[config.mk]
export PLATFORM = sky130hd
export DESIGN_NAME = bfbrk_top
export DESIGN_NICKNAME = d
export VERILOG_FILES = /design/src/hw/bfbrk_pkg.sv /design/src/hw/bfbrk_host_regs.sv /design/src/hw/bfbrk_match.sv /design/src/hw/bfbrk_slot_bank.sv /design/src/hw/bfbrk_top.sv
export SDC_FILE = /design/constraint.sdc
export NUM_CORES = 1
export LEC_CHECK = 0
export BUFFER_PORTS_ARGS = -buffer_cell sky130_fd_sc_hd__buf_4
export CAP_MARGIN = 30
export CORE_MARGIN = 4
export CORE_UTILIZATION = 61
export DETAILED_ROUTE_END_ITERATION = 7
export PLACE_DENSITY = 0.8
export RECOVER_POWER = 25
export SYNTH_ARGS = -nofsm -noshare
export SYNTH_HDL_FRONTEND = slang
export SYNTH_SLANG_ARGS = --single-unit
[constraint.sdc]
create_clock -name BASECK -period 3.8 [get_ports BASECK]
set_input_delay 0.76 -clock BASECK [delete_from_list [all_inputs] [get_ports BASECK]]
set_output_delay 0.76 -clock BASECK [all_outputs]
set_load 0.01 [all_outputs]
[src/hw/bfbrk_pkg.sv]
// Host map fixed at 0x084030xx; at most 8 slots; flash fetch addresses are word addresses only

package bfbrk_pkg;

	// --------------------
	// Address map
	// --------------------
	localparam int SLOT_MAX = 8;                 // Largest slot count the map can hold

	localparam logic [23:0] HOST_BASE = 24'h084030;   // Upper host address bits of this unit

	localparam logic [7:0] ADDR_OFS = 8'h00;     // Address slots, stride 4
	localparam logic [7:0] DATA_OFS = 8'h20;     // Data slots, stride 4
	localparam logic [7:0] CTRL_OFS = 8'h40;     // Enable register

	// --------------------
	// Widths and words
	// --------------------
	typedef logic [31:0] host_word_t;
	typedef logic [17:0] fetch_addr_t;           // Byte address bits 19 to 2
	typedef logic [31:0] patch_word_t;
	typedef logic [2:0]  slot_idx_t;

	// Unused slots point at the top word of flash
	localparam fetch_addr_t ADDR_RESET = '1;

	// --------------------
	// Bus bundles
	// --------------------
	typedef struct packed {
		logic       wr;                          // Write strobe, sampled on BASECK
		host_word_t addr;
		host_word_t wdata;
	} host_req_t;

	typedef struct packed {
		fetch_addr_t pa;                         // Flash word address of the fetch
		logic        flread;
		logic        pcwaitf;
		logic        svmodf;                     // Supervisor mode fetch
	} fetch_t;

	typedef struct packed {
		logic        sel;                        // Memory block takes data in place of flash
		patch_word_t data;
	} patch_t;

endpackage

[src/hw/bfbrk_host_regs.sv]
// Host writes are single-cycle strobes; only word-aligned offsets decode, others read zero

`timescale 1ns/1ps

module bfbrk_host_regs #(
	parameter int N_SLOTS = bfbrk_pkg::SLOT_MAX
) (
	input  logic                   BASECK,
	input  logic                   SYSRSOUTB,
	input  bfbrk_pkg::host_req_t   host,
	input  bfbrk_pkg::fetch_addr_t addr_entries [N_SLOTS],
	input  bfbrk_pkg::patch_word_t data_entries [N_SLOTS],
	output logic                   addr_wr_en,
	output logic                   data_wr_en,
	output bfbrk_pkg::slot_idx_t   wr_idx,
	output bfbrk_pkg::fetch_addr_t addr_wr_value,
	output bfbrk_pkg::patch_word_t data_wr_value,
	output logic [N_SLOTS-1:0]     enables,
	output bfbrk_pkg::host_word_t  rdata
);

	import bfbrk_pkg::*;

	logic [7:0] ofs;
	logic       unit_cs;       // Upper address bits hit this unit
	logic       word_aligned;
	logic       idx_ok;        // Slot number exists in this build
	logic       addr_cs;
	logic       data_cs;
	logic       ctrl_cs;

	// --------------------
	// Address decode
	// --------------------
	assign ofs          = host.addr[7:0];
	assign unit_cs      = (host.addr[31:8] == HOST_BASE);
	assign word_aligned = (ofs[1:0] == 2'b00);
	assign wr_idx       = ofs[4:2];
	assign idx_ok       = (int'(wr_idx) < N_SLOTS);

	assign addr_cs = unit_cs && word_aligned && idx_ok && (ofs[7:5] == ADDR_OFS[7:5]);
	assign data_cs = unit_cs && word_aligned && idx_ok && (ofs[7:5] == DATA_OFS[7:5]);
	assign ctrl_cs = unit_cs && (ofs == CTRL_OFS);

	// Write side towards the two banks
	assign addr_wr_en    = host.wr && addr_cs;
	assign data_wr_en    = host.wr && data_cs;
	assign addr_wr_value = host.wdata[19:2];   // Byte lanes and upper bits dropped
	assign data_wr_value = host.wdata;

	// --------------------
	// Enable register
	// --------------------
	always_ff @(posedge BASECK or negedge SYSRSOUTB) begin
		if (!SYSRSOUTB) begin
			enables <= '0;
		end else if (host.wr && ctrl_cs) begin
			enables <= host.wdata[N_SLOTS-1:0];
		end
	end

	// --------------------
	// Read-back
	// --------------------
	always_comb begin
		rdata = '0;
		if (addr_cs) begin
			rdata[19:2] = addr_entries[wr_idx];   // Back in byte address form
		end else if (data_cs) begin
			rdata = data_entries[wr_idx];
		end else if (ctrl_cs) begin
			rdata[N_SLOTS-1:0] = enables;         // Missing slots read as zero
		end
	end

endmodule

[src/hw/bfbrk_match.sv]
// One patch result per BASECK; slot 0 has the highest priority when addresses overlap

`timescale 1ns/1ps

module bfbrk_match #(
	parameter int N_SLOTS = bfbrk_pkg::SLOT_MAX
) (
	input  logic                   BASECK,
	input  logic                   SYSRSOUTB,
	input  bfbrk_pkg::fetch_t      fetch,
	input  bfbrk_pkg::fetch_addr_t addr_entries [N_SLOTS],
	input  bfbrk_pkg::patch_word_t data_entries [N_SLOTS],
	input  logic [N_SLOTS-1:0]     enables,
	output bfbrk_pkg::patch_t      patch
);

	import bfbrk_pkg::*;

	logic [N_SLOTS-1:0] hit;        // Enabled slots equal to the fetch address
	logic               any_hit;
	logic               suppress;
	patch_word_t        hit_data;

	// --------------------
	// Compare and mask
	// --------------------
	always_comb begin
		for (int i = 0; i < N_SLOTS; i++) begin
			hit[i] = enables[i] && (addr_entries[i] == fetch.pa);
		end
	end

	assign any_hit = |hit;

	// Walk from the top so the lowest matching slot is the last one written
	always_comb begin
		hit_data = '0;
		for (int i = N_SLOTS - 1; i >= 0; i--) begin
			if (hit[i]) begin
				hit_data = data_entries[i];
			end
		end
	end

	// No patch in supervisor fetches or in the address phase of a waited read
	assign suppress = fetch.svmodf || (fetch.flread && fetch.pcwaitf);

	// --------------------
	// Patch outputs
	// --------------------
	always_ff @(posedge BASECK or negedge SYSRSOUTB) begin
		if (!SYSRSOUTB) begin
			patch.sel  <= 1'b0;
			patch.data <= '0;
		end else begin
			patch.sel  <= any_hit && !suppress;
			patch.data <= hit_data;    // Loaded even when sel is held low
		end
	end

endmodule

[src/hw/bfbrk_slot_bank.sv]
// Entries load only through wr_en; the caller must keep wr_idx below N_SLOTS

`timescale 1ns/1ps

module bfbrk_slot_bank #(
	parameter int N_SLOTS = bfbrk_pkg::SLOT_MAX,
	parameter type payload_t = logic [31:0],
	parameter payload_t RESET_VALUE = '0
) (
	input  logic                BASECK,
	input  logic                SYSRSOUTB,
	input  logic                wr_en,
	input  bfbrk_pkg::slot_idx_t wr_idx,
	input  payload_t            wr_value,
	output payload_t            entries [N_SLOTS]
);

	logic [N_SLOTS-1:0] load;   // One write enable per entry

	// Index decode
	always_comb begin
		for (int i = 0; i < N_SLOTS; i++) begin
			load[i] = wr_en && (wr_idx == i);
		end
	end

	// --------------------
	// Slot registers
	// --------------------
	for (genvar g = 0; g < N_SLOTS; g++) begin : g_slot
		always_ff @(posedge BASECK or negedge SYSRSOUTB) begin
			if (!SYSRSOUTB) begin
				entries[g] <= RESET_VALUE;
			end else if (load[g]) begin
				entries[g] <= wr_value;   // Visible from the write edge on
			end
		end
	end

endmodule

[src/hw/bfbrk_top.sv]
// N_SLOTS from 1 to 8; host writes reach the patch outputs one BASECK after the write edge

`timescale 1ns/1ps

module bfbrk_top #(
	parameter int N_SLOTS = bfbrk_pkg::SLOT_MAX
) (
	input  logic                  BASECK,
	input  logic                  SYSRSOUTB,
	input  bfbrk_pkg::host_req_t  host,
	input  bfbrk_pkg::fetch_t     fetch,
	output bfbrk_pkg::host_word_t rdata,
	output bfbrk_pkg::patch_t     patch
);

	import bfbrk_pkg::*;

	// Bank write side
	logic        addr_wr_en;
	logic        data_wr_en;
	slot_idx_t   wr_idx;
	fetch_addr_t addr_wr_value;
	patch_word_t data_wr_value;

	// Register contents
	fetch_addr_t        addr_entries [N_SLOTS];
	patch_word_t        data_entries [N_SLOTS];
	logic [N_SLOTS-1:0] enables;

	bfbrk_host_regs #(.N_SLOTS(N_SLOTS)) host_regs (
		.BASECK        (BASECK),
		.SYSRSOUTB     (SYSRSOUTB),
		.host          (host),
		.addr_entries  (addr_entries),
		.data_entries  (data_entries),
		.addr_wr_en    (addr_wr_en),
		.data_wr_en    (data_wr_en),
		.wr_idx        (wr_idx),
		.addr_wr_value (addr_wr_value),
		.data_wr_value (data_wr_value),
		.enables       (enables),
		.rdata         (rdata)
	);

	// --------------------
	// Slot banks
	// --------------------
	bfbrk_slot_bank #(
		.N_SLOTS     (N_SLOTS),
		.payload_t   (fetch_addr_t),
		.RESET_VALUE (ADDR_RESET)
	) addr_bank (
		.BASECK   (BASECK),
		.SYSRSOUTB(SYSRSOUTB),
		.wr_en    (addr_wr_en),
		.wr_idx   (wr_idx),
		.wr_value (addr_wr_value),
		.entries  (addr_entries)
	);

	bfbrk_slot_bank #(
		.N_SLOTS     (N_SLOTS),
		.payload_t   (patch_word_t),
		.RESET_VALUE ('0)
	) data_bank (
		.BASECK   (BASECK),
		.SYSRSOUTB(SYSRSOUTB),
		.wr_en    (data_wr_en),
		.wr_idx   (wr_idx),
		.wr_value (data_wr_value),
		.entries  (data_entries)
	);

	bfbrk_match #(.N_SLOTS(N_SLOTS)) match (
		.BASECK       (BASECK),
		.SYSRSOUTB    (SYSRSOUTB),
		.fetch        (fetch),
		.addr_entries (addr_entries),
		.data_entries (data_entries),
		.enables      (enables),
		.patch        (patch)
	);

endmodule

# Word level (Yosys, flattened, before mapping)
# Index checks and enable logic that the tools add are counted.
totals:
  reg_bits: 441
  input_bits: 88
  output_inout_bits: 65
  elab_cells: 98
op_classes:
  magnitude_cmp: 1
  eq_ne: 18
  mux: 20
  bitwise: 1
  n_reduce_logical: 39
op_table:
  columns: ["op", "count"]
  rows:
  - ["2-to-1 mux 32 bit", 10]
  - ["== test 18 bit", 8]
  - ["binary-select mux 32 bit (select 3 bit)", 1]
  - ["binary-select mux 18 bit (select 3 bit)", 1]
  - ["2-to-1 mux 18 bit", 3]
  - ["logical AND 1 bit", 33]
  - ["== test 24 x 20 -> 1 bit (second input constant)", 1]
  - ["2-to-1 mux 24 bit", 1]
  - ["2-to-1 mux 8 bit", 2]
  - ["== test 3 bit (second input constant)", 4]
  - ["2-to-1 mux 12 bit", 1]
  - ["== test 8 x 7 -> 1 bit (second input constant)", 1]
  - ["OR reduction 8 bit", 1]
  - ["== test 3 x 1 -> 1 bit (second input constant)", 2]
  - ["== test 3 x 2 -> 1 bit (second input constant)", 2]
  - ["logical NOT 3 bit", 2]
  - ["greater-or-equal comparator 4 bit (second input constant)", 1]
  - ["NOT 3 -> 4 bit", 1]
  - ["logical NOT 2 bit", 1]
  - ["2-to-1 mux 2 bit", 1]
  - ["logical NOT 1 bit", 1]
  - ["logical OR 1 bit", 1]

# Logic depth before layout (Yosys ltp)
logic_depth:
  word_depth: 10
  depth_mapped: 10
  ltp_nobuf: 7

# By module
# Synthesis repeated with hierarchy kept, for this count alone.
hier_totals:
  cells_unflattened: 1859
  hier_area_um2: 24646.1
by_module_without_submodules:
  columns: ["module", "instances", "cells_each", "area_each_um2", "seq_area_each_um2"]
  rows:
  - ["bfbrk_slot_bank (data_bank)", 1, 551, 9613.0, 6406.1]
  - ["bfbrk_slot_bank (addr_bank)", 1, 311, 5670.4, 3783.6]
  - ["bfbrk_match", 1, 660, 5223.8, 825.8]
  - ["bfbrk_host_regs", 1, 337, 4139.0, 200.2]

# Worst setup path before layout
# No wires, ideal clock.
synth_timing:
  kind: "input port to output port"
  startpoint: "input port host[34] (netlist bit)"
  endpoint: "output port rdata[10]"
  arrival_ns: 2.655
  required_time_ns: 3.040
  path_slack_ns: 0.385
  stages: 5
  n_path_buf: 2
  path_cell_list: "buf_2 buf_1 mux4_2 mux4_2 nor2b_1"
synth_via:
  elab_chain_len: 6
  word_cells_on_any_way: 9
  classes_between: "8 x mux; 1 x bitwise"
synth_lines:
  columns: ["item", "line", "rtl"]
  rows:
  - ["start: declaration", "bfbrk_top.sv:10", "input bfbrk_pkg::host_req_t host,"]
  - ["NOT 3 -> 4 bit (implied by the code) *", "bfbrk_host_regs.sv:68, bfbrk_host_regs.sv:70", null]
  - ["binary-select mux 32 bit (select 3 bit)", "bfbrk_host_regs.sv:70", "rdata = data_entries[wr_idx];"]
  - ["2-to-1 mux 32 bit (implied by the code) (2 in series)", "bfbrk_host_regs.sv:70", null]
  - ["2-to-1 mux 24 bit", "bfbrk_host_regs.sv:69", "end else if (data_cs) begin"]
  - ["2-to-1 mux 18 bit *", "bfbrk_host_regs.sv:67", "if (addr_cs) begin"]
  - ["end: declaration", "bfbrk_top.sv:12", "output bfbrk_pkg::host_word_t rdata,"]
# Every way passes the cells marked *; elsewhere a longest branch is shown, timed or not. The select of a mux whose other input is x is not followed.

# Final worst setup path
layout_timing:
  startpoint: "input port host[34] (netlist bit)"
  endpoint: "output port rdata[6]"
layout_via:
  elab_chain_len: 6
  word_cells_on_any_way: 12
  classes_between: "1 x eq/ne; 9 x mux; 1 x bitwise; 1 x reduce/logical"
layout_lines:
  columns: ["item", "line"]
  rows:
  - ["NOT 3 -> 4 bit (implied by the code)", "bfbrk_host_regs.sv:68, bfbrk_host_regs.sv:70"]
  - ["binary-select mux 32 bit (select 3 bit)", "bfbrk_host_regs.sv:70"]
  - ["2-to-1 mux 32 bit (implied by the code) (2 in series)", "bfbrk_host_regs.sv:70"]
  - ["2-to-1 mux 8 bit", "bfbrk_host_regs.sv:69"]
  - ["2-to-1 mux 18 bit *", "bfbrk_host_regs.sv:67"]
# Marked as above.

==> flow_metrics.tcl <==
set metrics [dict create \
    post_cts_resized 0 \
    reg2reg_to "match.patch[9]" \
    drv_slew 123 \
    power_leakage_nw 12.0 \
    viasPerCell 6.85 \
    core-area_mm2 0.0379 \
    die_area_mm2 0.0419 \
    die_width_um 205 \
    setup_viol 0 \
    dp_slack_ns 0.209 \
    vias 17135 \
    r2r-start "addr_bank.entries[9]" \
    hpwlAfterDp_um 47500 \
    hold-path-cell-count 2 \
    max_slew.worst_pin.slew_ns 3.13 \
    ys.flop_type "dfrtp_1" \
    min_period_over_period_pct 95.2 \
    nets 2041 \
    crit_required_ns 3.04 \
    fin_ws_ns 0.182 \
    grt_first_pass_wirelength_um 109000 \
    syn_inst 1826 \
    final_common_cell "mux2_2" \
    met3_length_um 6800 \
    cts_hold_buf 0 \
    final_hold_viol_count 0 \
    cts_htree_levels 2 \
    root_buffer "clkbuf_16" \
    syn_nets 1914 \
    hold_path_startpoint "fetch[0]" \
    netlist-cell-type-count 48 \
    post-route-drc-count 0 \
    n_antenna_cell 0 \
    hold_end "match.patch[32]" \
    fin_skew_ns 0.0141 \
    ys_seq_elements 441 \
    p_per_area_mw_per_mm2 371 \
    drive_gt1_share_pct 49.7 \
    rsz0062_at_grt "no" \
    cts_sinks 441 \
    clock_latency_ns 0.59 \
    die_h_um 205 \
    synth-edff-count 0 \
    reg2reg_depth 10 \
    grt_max_degree 127 \
    top_layer "met5" \
    cp.arrival_ns 2.86 \
    port_buffers 152 \
    critPathLaunchType "primary input" \
    ir_drop_v 0.000375 \
    grt_overflow 0 \
    fin_area_mm2 0.0272 \
    post-cts-setup-buffers 0 \
    wl_met2_um 34000 \
    total_power_w 0.0101 \
    critPathMaxFanout 33 \
    wl_um 71700 \
    drt-met1-wl_um 26700 \
    max_cap_violations 1 \
    max-slew-margin-rel_pct -109 \
    wl_per_cell_um 28.7 \
    clockBufferDepth 3 \
    crit_top_cell "a21oi_1" \
    routabilityCongestion 1.02 \
    cp_slowest_cell "mux4_2" \
    holdCritPathClass "in2reg" \
    cts_tree "built" \
    path_cells "buf_6 > buf_12 > mux4_2 > mux2i_1 > buf_4 > a21oi_1 > a21oi_1 > a21oi_1 > buf_4" \
    firstDrtPassIters 6 \
    status "finished with violations" \
    rows 71 \
    synth.avg_cell_area_um2 12.9 \
    path_clk_slew_ns 0.06 \
    hold_ws_ns 0.331 \
    grt_pass1_vias 17935 \
    detail-route-antenna-nets 0 \
    start_util_pct 62.2 \
    r2r_slack_ns 0.77 \
    min_period_ns 3.62 \
    slowest_delay_ns 0.50 \
    place_area_mm2 0.0256 \
    tns_ns 0 \
    final_cell_mix "mux2_2, dfrtp_1, buf_4" \
    area_growth_pct 15.3 \
    grt_use_total_pct 34.3 \
    fmax_mhz 276 \
    boundaryPins 153 \
    syn-cell-area_mm2 0.0236 \
    synthArstFlopShare_pct 100 \
    numCtsBuffers 47 \
    drt-initial-drc-count 1793 \
    antenna_found_initial 1 \
    crit_type "in2out" \
    endpoint_kind "primary output" \
    yosysSeqAreaShare_pct 47.5 \
    violations "capacitance limit, slew limit" \
    yosys_warnings 0 \
]
## per-stage QoR
step           instances  util [%]
6_report            2502      71.7
5_1_grt             2502      71.7
4_1_cts             2502      71.8
3_5_place_dp        2415      67.6
3_3_place_gp        2415      67.6
2_1_floorplan       1826         -
## cell usage after synthesis, types with 7 or more instances
master      n  share of area, %
a31oi_1    32              0.85
mux2i_1    24               1.0
o21a_1     30              0.95
a21oi_1    44              0.93
mux4_2    114                11
nand2_2     7              0.19
inv_1      35              0.56
mux2_2    396                19
buf_1      12              0.19
xnor2_1   129               4.8
xor2_1     15              0.56
dfstp_2   144                16
nand4_1    40               1.1
mux2_1      8              0.38
nand3_1    67               1.4
o211ai_1   60               1.9
nor2b_1    13              0.34
o21ai_0    64               1.4
clkbuf_1   92               1.5
nor2_1     29              0.46
nor3_1      8              0.17
dfrtp_1   297                31
nand2_1    69               1.1
nor4_1      9              0.24
buf_2      45              0.95
## state kept, by name (all words and copies together), names as in the netlist
| signal | count |
|---|---|
| match.patch | 33 |
| data_bank.entries | 256 |
| host_regs.enables | 8 |
| addr_bank.entries | 144 |
## final cells by class
type | instances | area [um2]
clock inverter | 16 | 193
inverter | 36 | 135
sequential | 441 | 11200
multi-input combinational | 1194 | 11600
tap | 511 | 639
clock buffer | 71 | 1410
timing repair buffer | 233 | 1980
fill | 2514 | 10700
## how the worst max path moves through the flow
stage	startpoint	cells past startpoint	slack [ns]	to
6_report	host[34]	9	0.18	rdata[6]
5_1_grt	host[34]	9	0.04	rdata[6]
4_1_cts	host[34]	6	0.20	rdata[12]
3_5_place_dp	host[34]	6	0.21	rdata[12]
3_3_place_gp	host[41]	9	0.21	rdata[6]
2_1_floorplan	host[34]	5	0.38	rdata[10]
## critical path: cells and delay by family
family                 cells  cell delay [ns]
AOI/OAI and AO/OA          3             0.44
buffers and inverters      4             0.98
muxes                      2             0.66
## cells by family after synthesis
group,synth area share [%]
buffers and inverters,3.47
and+or+nand+nor,6.01
muxes,31.3
xor gates and xnor gates,5.34
AOI/OAI and AO/OA,6.35
DFF,47.5
## power breakdown
group            switching (W)  internal, W
Sequential     0.0000000000336      0.00470
Combinational         0.000402     0.000229
Clock                  0.00193      0.00283
## metal layers
layer | track usage (%) | vias to the layer above
li1 | - | 7012
met2 | 53.9 | 1065
met3 | 6.47 | 256
met4 | 18.6 | 2
met1 | 45.6 | 8800
met5 | 0 | -
Power figures use the tool's default switching activity.
